--- src/source/video_pkg.sv ---
package video_pkg;

    // one pixel as held in tile rows and line buffers.
    typedef struct packed {
        logic [4:0] palette; // colour bank.
        logic [3:0] pen;     // index inside the bank.
    } pixel_t;

    // renderer to mixer, one pixel per strobe.
    typedef struct packed {
        logic       wr;   // store pix at addr.
        logic [8:0] addr; // screen x.
        pixel_t     pix;
    } layer_wr_t;

    // host write into a tile row.
    typedef struct packed {
        logic       wr;
        logic [1:0] layer; // 0, 1 or 2.
        logic [5:0] index; // tile slot in the row.
        pixel_t     entry; // solid colour of the tile.
    } tile_wr_t;

    // mixer to frame buffer, held until accepted.
    typedef struct packed {
        logic       wr;
        logic [8:0] addr;
        pixel_t     pix;
    } line_wr_t;

    // mixer sequencing.
    typedef enum logic [1:0] {
        COLLECT, // layers paint into the line buffers.
        DUMP,    // merged line goes out.
        DONE     // line finished, waiting for start.
    } mix_state_e;

    localparam logic [3:0] TRANSPARENT_PEN    = 4'hf;
    localparam int         DEFAULT_LINE_WIDTH = 448;
    localparam int         TILE_SHIFT         = 3; // 8 pixel tiles.

endpackage

--- src/source/layer_renderer.sv ---
`timescale 1ns/1ps

// one scroll layer.
// a row of 64 solid tiles, painted one pixel per clock after start.
module layer_renderer import video_pkg::*; #(
    parameter int line_width = DEFAULT_LINE_WIDTH
) (
    input  logic      clk,
    input  logic      rst,
    input  tile_wr_t  tile_wr,    // host port, shared by all layers.
    input  logic [1:0] layer_id,  // which host writes belong here.
    input  logic [8:0] hscroll,   // static during a line.
    input  logic      start,
    output layer_wr_t lay_wr,
    output logic      layer_done
);

    // last screen x of the line.
    localparam logic [8:0] last_x = 9'(line_width - 1);

    pixel_t     tile_ram [0:63]; // tile row, undefined until written.
    logic       active;          // painting the line.
    logic [8:0] x;               // screen x being painted.
    logic [8:0] sx;              // scrolled x, wraps at 512.
    logic [5:0] tile_idx;        // tile under sx.
    logic       tile_sel;        // host write targets this layer.

    assign tile_sel = tile_wr.wr && (tile_wr.layer == layer_id);

    // host writes, no reset on the row itself.
    always_ff @(posedge clk) begin
        if (tile_sel) begin
            tile_ram[tile_wr.index] <= tile_wr.entry;
        end
    end

    // 9 bit add gives the modulo 512 wrap for free.
    assign sx       = x + hscroll;
    assign tile_idx = 6'(sx >> TILE_SHIFT); // drop the in-tile column.

    // x counter.
    // start is seen in cycle 0, pixel x goes out in cycle 1+x.
    always_ff @(posedge clk or posedge rst) begin
        if (rst) begin
            active <= 1'b0;
            x      <= 9'd0;
        end else if (start) begin
            active <= 1'b1;
            x      <= 9'd0; // restart from the left edge.
        end else if (active) begin
            if (x == last_x) begin
                active <= 1'b0; // line painted.
            end else begin
                x <= x + 9'd1;
            end
        end
    end

    // pixel write toward the mixer.
    // tiles are solid so the column inside the tile does not matter.
    always_comb begin
        lay_wr.wr   = active;
        lay_wr.addr = x;
        lay_wr.pix  = tile_ram[tile_idx];
    end

    // pulse together with the last pixel.
    assign layer_done = active && (x == last_x);

endmodule

--- config.mk ---
export PLATFORM = sky130hd
export DESIGN_NAME = layer_renderer
export DESIGN_NICKNAME = d
export VERILOG_FILES = /design/src/source/video_pkg.sv /design/src/source/layer_renderer.sv
export SDC_FILE = /design/constraint.sdc
export NUM_CORES = 1
export LEC_CHECK = 0
export BUFFER_PORTS_ARGS = -buffer_cell sky130_fd_sc_hd__buf_2
export CAP_MARGIN = 20
export CORE_MARGIN = 3
export CORE_UTILIZATION = 45
export DETAILED_ROUTE_END_ITERATION = 12
export PLACE_DENSITY_LB_ADDON = 0.1
export SLEW_MARGIN = 10
export SYNTH_ARGS = -nofsm -noshare
export SYNTH_HDL_FRONTEND = slang
export SYNTH_SLANG_ARGS = --single-unit
--- constraint.sdc ---
create_clock -name clk -period 4.1 [get_ports clk]
set_input_delay 0.82 -clock clk [delete_from_list [all_inputs] [get_ports clk]]
set_output_delay 0.82 -clock clk [all_outputs]
set_load 0.02 [all_outputs]
# Word-level counts from Yosys, hierarchy flattened
# Memory sizes are Yosys's and may differ from the RTL's.
# Cells that the tools add are included.
# W data, S select, Z words.
# word_totals
latch_bits	0
ff_bits	10
wordCells	20
input_bits	32
mem_bits_ro	0
mem_bits_rw	576
n_memories	1
# op_classes
n_addsub	2
shifts	0
mux	8
order_cmp	0
bitwise	0
n_eq_ne	3
reduce_logical	4
div_mod_pow	0
multipliers	0
# memory_table
name	depth	width	rd	rd_ports_with_merged_regs	write_ports	line_no	text
tile_ram	64	9	1	0	1	layer_renderer.sv:21	pixel_t tile_ram [0:63];
# op_table
cell	n
$mux W9	3
$add A9 B1 Y9 const B	1
$add A9 B9 Y9	1
$eq A9 B9 Y1 const B	1
$mux W1	5
$eq A2 B2 Y1	1
$logic_and A1 B1 Y1	2
$ne A2 B2 Y1 const B	1
$reduce_and A2 Y1	1
$reduce_bool A2 Y1	1

# Depth between registers and ports, before layout
# Gate-level depths: netlist of the first run.
# logic_depth
ltp_word	4
depth_mapped	13
depth_no_buf	9

# Least setup slack after synthesis of the first run
# OpenSTA, ideal clock, no wires.
# synth_timing
kind	input port to output port
start	in hscroll[3]
end	out lay_wr[7] (netlist name)
cell_stages	11
required_ns	3.280
path_slack_ns	-0.098
t_arrival_ns	3.378
cell_sequence	ha_1 or2_1 o32ai_2 mux2_4 or3_1 buf_2 or2_1 buf_2 o32ai_1 a2111oi_2 o211a_1
# synth_lines
item	line_no	text
start: declaration	layer_renderer.sv:12	input logic [8:0] hscroll,
end: declaration	layer_renderer.sv:14	output layer_wr_t lay_wr,

==> metrics.txt, run 1 <==
# TYPE chip_impl_metric gauge
chip_impl_metric{name="timing.fmax",unit="MHz"} 207
chip_impl_metric{name="syn-instance-count",unit=""} 1383
chip_impl_metric{name="mappedNetlistNets",unit=""} 1423
chip_impl_metric{name="synth_largest_type_area_fraction",unit="%"} 73.0
chip_impl_metric{name="numClockSinks",unit=""} 586
chip_impl_info{name="most-common-layout-cells",value="576 x sky130_fd_sc_hd__edfxtp_1, 221 x sky130_fd_sc_hd__buf_4, 166 x sky130_fd_sc_hd__nand2_1"} 1
chip_impl_metric{name="clk_path_buf_depth",unit=""} 3
chip_impl_info{name="mostFrequentLayoutCell",value="sky130_fd_sc_hd__edfxtp_1"} 1
chip_impl_metric{name="ios",unit=""} 52
chip_impl_metric{name="final_critical_path_setup_slack",unit="ns"} -0.730
chip_impl_metric{name="cts_hold_buf",unit=""} 0
chip_impl_metric{name="synth_compound_area_share",unit="%"} 2.89
chip_impl_metric{name="totalNegativeSetupSlack",unit="ns"} -6.13
chip_impl_metric{name="crit_fanout",unit=""} 8
chip_impl_metric{name="post_synth_and_or_nand_nor_area_fraction",unit="%"} 8.86
chip_impl_metric{name="setup_viol_count_final",unit=""} 9
chip_impl_info{name="postSynth.topFlopCell",value="sky130_fd_sc_hd__edfxtp_1"} 1
chip_impl_metric{name="clock-skew-final",unit="ns"} 0.00434
chip_impl_metric{name="place_ws",unit="ns"} -0.884
chip_impl_metric{name="place_congestion",unit=""} 0.865
chip_impl_metric{name="cts-htree-levels",unit=""} 2
chip_impl_metric{name="final_layout_size_suffix_gt1_share",unit="%"} 36.4
chip_impl_metric{name="total_power",unit="uW"} 13900
chip_impl_metric{name="die_area",unit="um^2"} 55400
chip_impl_metric{name="worstMarginPinSlew",unit="ns"} 1.04
chip_impl_metric{name="yosys.area_share.adder",unit="%"} 0.423
chip_impl_metric{name="firstDrtPassIters",unit=""} 5
chip_impl_metric{name="path_clk_slew",unit="ns"} 0.06
chip_impl_metric{name="die-width",unit="um"} 235
chip_impl_metric{name="detail_route.iter0.violations",unit=""} 1278
chip_impl_metric{name="post_drt_via_cell_ratio",unit=""} 5.73
chip_impl_metric{name="vias_in_the_first_global_route",unit=""} 13700
chip_impl_info{name="failed_checks",value="negative setup slack"} 1
chip_impl_info{name="unrepaired_setup_endpoints_after_global_routing",value="yes"} 1
chip_impl_info{name="cts.root.buffer_cell",value="sky130_fd_sc_hd__clkbuf_16"} 1
chip_impl_metric{name="grt_start_max_net_pins",unit=""} 49
chip_impl_metric{name="groute.usage.overall",unit="%"} 22.7
chip_impl_info{name="cts_tree",value="yes"} 1
chip_impl_metric{name="detail-route-antenna-nets",unit=""} 0
chip_impl_metric{name="crit_required",unit="ns"} 3.28
chip_impl_info{name="min_path_type",value="in2async"} 1
chip_impl_info{name="combinational_family_with_the_most_area_after_synthesis",value="multiplexers"} 1
chip_impl_metric{name="synth.lib_cells_used.distinct",unit=""} 63
chip_impl_metric{name="leakagePower",unit="uW"} 0.0103
chip_impl_metric{name="yosysSeqAreaShare",unit="%"} 74.1
chip_impl_metric{name="fin_worst_hold_slack",unit="ns"} 0.178
chip_impl_metric{name="post-route-util",unit="%"} 57.9
chip_impl_metric{name="final_min_period_over_clock_period",unit="%"} 118
chip_impl_metric{name="synth_enable_flop_cells",unit=""} 576
chip_impl_metric{name="power.density",unit="nW/um^2"} 463
chip_impl_metric{name="fin_nets",unit=""} 1748
chip_impl_metric{name="worst_path_arrival",unit="ns"} 4.01
chip_impl_info{name="outcome",value="finished with violations"} 1
chip_impl_info{name="timing.critical_path.from_type",value="flop"} 1
chip_impl_metric{name="num_rows",unit=""} 83
chip_impl_metric{name="post_synthesis_xor_xnor_area_fraction",unit="%"} 0.692
chip_impl_metric{name="chipHeight",unit="um"} 235
chip_impl_metric{name="postSynthRegisterBits",unit=""} 586
chip_impl_metric{name="synth_warnings",unit=""} 0
chip_impl_metric{name="globalRouteOverflowTotal",unit=""} 0
chip_impl_metric{name="place.port_buffers",unit=""} 51
chip_impl_metric{name="wirelength",unit="mm"} 66.0
chip_impl_metric{name="effective_utilization_at_floorplan",unit="%"} 45.8
chip_impl_metric{name="synth-async-reset-ratio",unit="%"} 1.71
chip_impl_info{name="synthDominantAreaCellType",value="sky130_fd_sc_hd__edfxtp_1"} 1
chip_impl_metric{name="clock_latency",unit="ns"} 0.61
chip_impl_metric{name="timing.max_slew.rel_slack",unit="%"} 30.6
chip_impl_metric{name="antenna_found_initial",unit=""} 0
chip_impl_metric{name="area_growth_syn_to_layout",unit="%"} 26.4
chip_impl_metric{name="coreArea",unit="um^2"} 51700
chip_impl_info{name="worstReg2RegStart",value="x[0]"} 1
chip_impl_metric{name="final_period_minus_worst_setup_slack",unit="ns"} 4.83
chip_impl_metric{name="timing.final.max_slew_violations",unit=""} 0
chip_impl_metric{name="max_cap_violations",unit=""} 0
chip_impl_info{name="launching_instance_or_port_of_the_critical_path",value="x[1]"} 1
chip_impl_metric{name="final_hold_viol_count",unit=""} 0
chip_impl_metric{name="first_pass_grt_wire_length",unit="mm"} 92.5
chip_impl_metric{name="route.vias.total",unit=""} 14000
chip_impl_info{name="timing.setup.critical_path_class",value="reg2out"} 1
chip_impl_info{name="setup.worst_path.end_class",value="primary output"} 1
chip_impl_metric{name="drc",unit=""} 0
chip_impl_metric{name="muxShareOfSynthArea",unit="%"} 11.0
chip_impl_metric{name="syn-mean-instance-area",unit="um^2"} 17.1
chip_impl_metric{name="wl_per_cell",unit="um"} 27.1
chip_impl_metric{name="power.ir.vdd_worst",unit="uV"} 354
chip_impl_metric{name="detailedPlacementHpwl",unit="mm"} 41.2
chip_impl_info{name="ys_top_cells_by_area",value="sky130_fd_sc_hd__edfxtp_1 73%, sky130_fd_sc_hd__mux4_2 8.7%, sky130_fd_sc_hd__nand2_1 2.6%"} 1
chip_impl_metric{name="synth.cell_area",unit="um^2"} 23700
chip_impl_metric{name="cts-buffers-inserted",unit=""} 60
registers in the layout, summed over array words and instances (netlist names):
signal and count:
tile_ram 576, x 9, active 1
synthesized netlist by cell type (7+ instances only):
cell type,n
sky130_fd_sc_hd__edfxtp_1,576
sky130_fd_sc_hd__nand2_1,166
sky130_fd_sc_hd__mux4_2,92
sky130_fd_sc_hd__nor2_1,91
sky130_fd_sc_hd__nand3_1,65
sky130_fd_sc_hd__nor3_1,47
sky130_fd_sc_hd__a21oi_1,37
sky130_fd_sc_hd__mux2i_1,33
sky130_fd_sc_hd__clkbuf_1,26
sky130_fd_sc_hd__buf_2,23
sky130_fd_sc_hd__nor4_1,23
sky130_fd_sc_hd__buf_4,13
sky130_fd_sc_hd__buf_6,12
sky130_fd_sc_hd__o22ai_1,11
sky130_fd_sc_hd__a32oi_1,10
sky130_fd_sc_hd__dfrtp_1,10
sky130_fd_sc_hd__and4_1,9
sky130_fd_sc_hd__o21ai_0,9
sky130_fd_sc_hd__a211oi_1,8
sky130_fd_sc_hd__and2_1,8
sky130_fd_sc_hd__ha_1,8
sky130_fd_sc_hd__xor2_1,8
sky130_fd_sc_hd__and3_1,7
sky130_fd_sc_hd__or2_1,7
sky130_fd_sc_hd__xnor2_1,7
per-stage QoR:
stage	area (um^2)	std cells
2_1_floorplan	23700	1383
3_3_place_gp	26500	2276
3_5_place_dp	26500	2276
4_1_cts	28900	2403
5_1_grt	29900	2436
6_report	29900	2437
worst max-delay path: stages, from the launching register on:
cell and delay (ns):
sky130_fd_sc_hd__dfrtp_1 0.42, sky130_fd_sc_hd__ha_4 0.23, sky130_fd_sc_hd__a31o_1 0.22, sky130_fd_sc_hd__buf_6 0.13
sky130_fd_sc_hd__a21oi_4 0.12, sky130_fd_sc_hd__buf_6 0.13, sky130_fd_sc_hd__xor2_4 0.16, sky130_fd_sc_hd__buf_12 0.15
sky130_fd_sc_hd__buf_6 0.10, sky130_fd_sc_hd__buf_12 0.15, sky130_fd_sc_hd__mux4_2 0.49, sky130_fd_sc_hd__nor2b_1 0.15
sky130_fd_sc_hd__a311oi_2 0.30, sky130_fd_sc_hd__buf_4 0.20, sky130_fd_sc_hd__o311ai_2 0.12, sky130_fd_sc_hd__o211a_4 0.17
sky130_fd_sc_hd__buf_6 0.13
power by group:
group | internal, uW | leakage (uW) | total [uW] | switching [uW]
Clock | 2930 | 0.000911 | 5180 | 2250
Combinational | 1010 | 0.00413 | 2090 | 1090
Sequential | 6590 | 0.00531 | 6600 | 6.21
Total | 10500 | 0.0103 | 13900 | 3340
path summary, 6_finish.rpt:
check | slack [ns] | cells after the start | end
worst max-delay path | -0.73 | 16 | lay_wr[7]
worst min-delay path | 0.18 | 2 | x[4]
worst max register to register | 2.01 | 9 | x[7]
worst min register to register | 0.68 | 3 | x[8]
max in group asynchronous | 3.64 | 2 | x[8]
min in group clk | 0.50 | 2 | x[2]
cell type report:
| cell class | instances | area (um^2) |
|---|---|---|
| fillers | 3994 | 21800 |
| inverters | 7 | 26.3 |
| multi-input cells | 714 | 6380 |
| clock inverters | 39 | 269 |
| well taps | 680 | 851 |
| clock buffers | 71 | 1590 |
| diodes | 1 | 2.50 |
| repair buffers | 339 | 3270 |
| flip-flops and latches | 586 | 17500 |
cell families (layout without fill, tap and decap cells):
group	count (synthesis)	after routing
DFF	586	586
adders and majority gates	8	8
xor gates and xnor gates	17	17
other	0	1
buffers and inverters	83	456
muxes	136	136
AOI/OAI and AO/OA	99	99
and+or+nand+nor	454	454
what timing repair did:
action                                  4_1_cts  5_1_grt
endpoints found under the hold margin         0        0
pin swaps                                    21       39
buffers inserted                             16       35
gates resized for setup                      78      108
cloned                                        5        9
endpoints found under the setup margin        9        9
layer usage:
metal	global-route usage (%)	up-vias	wire length [um]
li1	-	6106	-
met4	6.99	0	2020
met5	0	-	0
met1	32.9	7277	29100
met3	4.53	102	4310
met2	35.2	468	30500
Note: power is estimated with default switching activity, not from simulation.
==> run 2, diff against run 1 <==
--- a/config.mk
+++ b/config.mk
@@ -5,10 +5,11 @@
 export SDC_FILE = /design/constraint.sdc
 export NUM_CORES = 1
 export LEC_CHECK = 0
+export ABC_AREA = 1
 export BUFFER_PORTS_ARGS = -buffer_cell sky130_fd_sc_hd__buf_2
 export CAP_MARGIN = 20
 export CORE_MARGIN = 3
-export CORE_UTILIZATION = 45
+export CORE_UTILIZATION = 35
 export DETAILED_ROUTE_END_ITERATION = 12
 export PLACE_DENSITY_LB_ADDON = 0.1
 export SLEW_MARGIN = 10
==> metrics.txt, run 2 <==
# TYPE chip_impl_metric gauge
chip_impl_info{name="outcome",value="completed"} 1
chip_impl_info{name="most-common-layout-cells",value="576 x sky130_fd_sc_hd__edfxtp_1, 526 x sky130_fd_sc_hd__nand3_1, 443 x sky130_fd_sc_hd__nand2_1"} 1
chip_impl_metric{name="final_layout_size_suffix_gt1_share",unit="%"} 24.9
chip_impl_metric{name="antenna_found_initial",unit=""} 1
chip_impl_metric{name="wl_per_cell",unit="um"} 25.1
chip_impl_metric{name="synth.cell_area",unit="um^2"} 24300
chip_impl_metric{name="area_growth_syn_to_layout",unit="%"} 28.5
chip_impl_info{name="timing.critical_path.from_type",value="flop"} 1
chip_impl_metric{name="place_ws",unit="ns"} -0.242
chip_impl_metric{name="die-width",unit="um"} 270
chip_impl_metric{name="worst_path_arrival",unit="ns"} 3.21
chip_impl_metric{name="max_cap_violations",unit=""} 0
chip_impl_metric{name="n_antenna_cell",unit=""} 0
chip_impl_info{name="synthDominantAreaCellType",value="sky130_fd_sc_hd__edfxtp_1"} 1
chip_impl_metric{name="fin_nets",unit=""} 2297
chip_impl_metric{name="detailedPlacementHpwl",unit="mm"} 46.8
chip_impl_info{name="timing.critical_path.cells",value="ha_4 -> a21oi_2 -> nand3b_1 -> buf_6 -> nand2_8 -> buf_16 -> clkinv_16 -> buf_12 -> clkbuf_16 -> nand2_4 -> nand3_2 -> nand3_2 -> nand3_2 -> nand3_4 -> nand2_4 -> nand2_4 -> nand2_4 -> buf_6"} 1
chip_impl_info{name="cts.root.buffer_cell",value="sky130_fd_sc_hd__clkbuf_16"} 1
chip_impl_metric{name="place_area",unit="um^2"} 26700
chip_impl_metric{name="grt_start_max_net_pins",unit=""} 65
chip_impl_metric{name="place.port_buffers",unit=""} 51
chip_impl_metric{name="cts-htree-levels",unit=""} 3
chip_impl_metric{name="numClockSinks",unit=""} 586
chip_impl_metric{name="cts_hold_buf",unit=""} 0
chip_impl_metric{name="path_clk_slew",unit="ns"} 0.06
chip_impl_metric{name="clock_latency",unit="ns"} 0.58
chip_impl_metric{name="die_area",unit="um^2"} 72700
chip_impl_metric{name="drc",unit=""} 0
chip_impl_info{name="cpMaxStageDelayCell",value="sky130_fd_sc_hd__dfrtp_1"} 1
chip_impl_metric{name="detail_route.iter0.violations",unit=""} 1692
chip_impl_metric{name="timing.max_slew.rel_slack",unit="%"} 23.1
chip_impl_metric{name="clock-skew-final",unit="ns"} 0.00880
chip_impl_metric{name="synth-async-reset-ratio",unit="%"} 1.71
chip_impl_metric{name="final_min_period_over_clock_period",unit="%"} 98.4
chip_impl_metric{name="max_stage_delay",unit="ns"} 0.41
chip_impl_metric{name="cts-buffers-inserted",unit=""} 67
chip_impl_metric{name="power.density",unit="nW/um^2"} 464
chip_impl_metric{name="vias_in_the_first_global_route",unit=""} 16900
chip_impl_info{name="launching_instance_or_port_of_the_critical_path",value="x[2]"} 1
chip_impl_metric{name="coreArea",unit="um^2"} 68700
chip_impl_metric{name="final_critical_path_setup_slack",unit="ns"} 0.0670
chip_impl_metric{name="detail-route-antenna-nets",unit=""} 0
chip_impl_metric{name="crit_fanout",unit=""} 8
chip_impl_metric{name="post_drt_via_cell_ratio",unit=""} 5.33
chip_impl_metric{name="post-route-cell-area",unit="um^2"} 31300
chip_impl_metric{name="worstMarginPinSlew",unit="ns"} 1.15
chip_impl_info{name="cpMostUsedCell",value="sky130_fd_sc_hd__nand2_4"} 1
chip_impl_metric{name="timing.final.max_slew_violations",unit=""} 0
chip_impl_metric{name="wirelength",unit="mm"} 81.3
chip_impl_info{name="mostFrequentLayoutCell",value="sky130_fd_sc_hd__edfxtp_1"} 1
chip_impl_metric{name="fin_worst_hold_slack",unit="ns"} 0.224
chip_impl_metric{name="yosysSeqAreaShare",unit="%"} 72.1
chip_impl_info{name="ys_top_cells_by_area",value="sky130_fd_sc_hd__edfxtp_1 71%, sky130_fd_sc_hd__nand3_1 14%, sky130_fd_sc_hd__nand2_1 7.9%"} 1
chip_impl_info{name="cts_tree",value="yes"} 1
chip_impl_metric{name="worst_r2r_path_depth",unit=""} 13
chip_impl_info{name="top_register",value="tile_ram"} 1
chip_impl_info{name="endpoint",value="lay_wr[7]"} 1
chip_impl_metric{name="place_congestion",unit=""} 0.805
chip_impl_metric{name="timing.fmax",unit="MHz"} 248
chip_impl_metric{name="effective_utilization_at_floorplan",unit="%"} 35.4
chip_impl_metric{name="clk_path_buf_depth",unit=""} 3
chip_impl_metric{name="leakagePower",unit="uW"} 0.0114
chip_impl_metric{name="totalNegativeSetupSlack",unit="ns"} 0
chip_impl_info{name="postSynth.topFlopCell",value="sky130_fd_sc_hd__edfxtp_1"} 1
chip_impl_metric{name="synth_enable_flop_cells",unit=""} 576
chip_impl_info{name="yosysMostFrequentCell",value="sky130_fd_sc_hd__nand3_1"} 1
chip_impl_metric{name="final_period_minus_worst_setup_slack",unit="ns"} 4.03
chip_impl_metric{name="synth_warnings",unit=""} 0
chip_impl_metric{name="syn-mean-instance-area",unit="um^2"} 11.7
chip_impl_info{name="ys_top_cells_by_count",value="692 x sky130_fd_sc_hd__nand3_1, 576 x sky130_fd_sc_hd__edfxtp_1, 512 x sky130_fd_sc_hd__nand2_1"} 1
chip_impl_metric{name="route.vias.total",unit=""} 17300
chip_impl_metric{name="largest_register_ffs",unit=""} 576
chip_impl_info{name="timing.setup.critical_path_class",value="reg2out"} 1
chip_impl_metric{name="globalRouteOverflowTotal",unit=""} 0
chip_impl_metric{name="num_rows",unit=""} 96
chip_impl_metric{name="postSynthRegisterBits",unit=""} 586
chip_impl_metric{name="ios",unit=""} 52
chip_impl_metric{name="final_hold_viol_count",unit=""} 0
chip_impl_info{name="min_path_type",value="in2async"} 1
chip_impl_metric{name="power.ir.vdd_worst",unit="uV"} 206
chip_impl_info{name="r2r_end",value="x[7]"} 1
chip_impl_info{name="worstReg2RegStart",value="x[1]"} 1
chip_impl_metric{name="setup_viol_count_final",unit=""} 0
chip_impl_metric{name="chipHeight",unit="um"} 270
chip_impl_metric{name="synth.lib_cells_used.distinct",unit=""} 25
chip_impl_metric{name="ff2ff_setup_slack",unit="ns"} 1.79
chip_impl_metric{name="crit_required",unit="ns"} 3.28
chip_impl_info{name="setup.worst_path.end_class",value="primary output"} 1
chip_impl_metric{name="groute.usage.overall",unit="%"} 21.5
chip_impl_metric{name="mappedNetlistNets",unit=""} 2121
chip_impl_metric{name="firstDrtPassIters",unit=""} 5
chip_impl_metric{name="first_pass_grt_wire_length",unit="mm"} 116
chip_impl_info{name="layout_top_registers",value="tile_ram: 576 flops, x: 9 flops, active: 1 flops"} 1
chip_impl_metric{name="syn-instance-count",unit=""} 2081
chip_impl_info{name="unrepaired_setup_endpoints_after_global_routing",value="yes"} 1
chip_impl_metric{name="synth_largest_type_area_fraction",unit="%"} 71.1
## run 2: cell count changes after synthesis, moves of 23 or more
cell | previous run | this run
sky130_fd_sc_hd__buf_2 | 23 | 70
sky130_fd_sc_hd__mux2i_1 | 33 | 0
sky130_fd_sc_hd__inv_1 | 6 | 30
sky130_fd_sc_hd__nor3_1 | 47 | 5
sky130_fd_sc_hd__mux4_2 | 92 | 0
sky130_fd_sc_hd__nand2_1 | 166 | 512
sky130_fd_sc_hd__nor4_1 | 23 | 0
sky130_fd_sc_hd__a21oi_1 | 37 | 8
sky130_fd_sc_hd__nand3_1 | 65 | 692
## run 2: routing by layer
layer,wire length [um],up-vias,global-route usage [%]
li1,-,7859,-
met1,36700,8707,30.7
met2,37100,560,33.2
met3,5340,122,4.31
met4,2200,2,6.68
met5,13,-,0
## run 2: critical path: cells and delay by family, from the launching register on
kind | cells | cell delay [ns]
buffers and inverters | 6 | 0.93
AO/OA/AOI/OAI | 1 | 0.15
flip-flops | 1 | 0.41
AND/OR/NAND/NOR | 10 | 0.83
adder cells (fa/ha/maj) | 1 | 0.27
## run 2: layout make-up
cell class              instances  area (um^2)
clock buffers                  92         1870
clock inverters                25          118
fillers                      6303        37400
inverters                      38          196
multi-input cells            1328         7380
flip-flops and latches        586        17500
well taps                     931         1160
repair buffers                235         2970
repair inverters                1         20.0
## run 2: cell families (layout without fill, tap and decap cells)
kind of cell	Yosys count	after routing	share of synthesized area, %
AO/OA/AOI/OAI	17	17	0.360
adder cells (fa/ha/maj)	8	8	0.411
XOR/XNOR	3	3	0.139
flip-flops	586	586	72.1
buffers and inverters	167	391	3.12
AND/OR/NAND/NOR	1300	1300	23.9
## run 2: through the flow
step                cells  util [%]  total power (uW)
finish               3236      45.5             14500
detailed placement   3069      38.9              8470
global route         3236      45.5             15000
global placement     3069      38.9              8470
CTS                  3215      43.3             14300
floorplan            2081         -              7610
## run 2: power breakdown
part	leakage (uW)	internal, uW	switching (uW)	total [uW]
logic	0.00507	903	1450	2350
registers	0.00531	6600	6.84	6600
clock network	0.000976	3180	2360	5550
total	0.0114	10700	3820	14500
## run 2: worst min path at each step
stage	to	slack [ns]
floorplan	active	0.66
global placement	x[8]	0.59
detailed placement	x[5]	0.59
CTS	x[8]	0.20
global route	x[8]	0.25
finish	x[8]	0.22
## run 2: what timing repair did
item | CTS | global route
gates cloned | 14 | 14
pin swaps | 10 | 74
endpoints found under the setup margin | 9 | 9
setup buffers | 15 | 8
gates resized for setup | 108 | 245
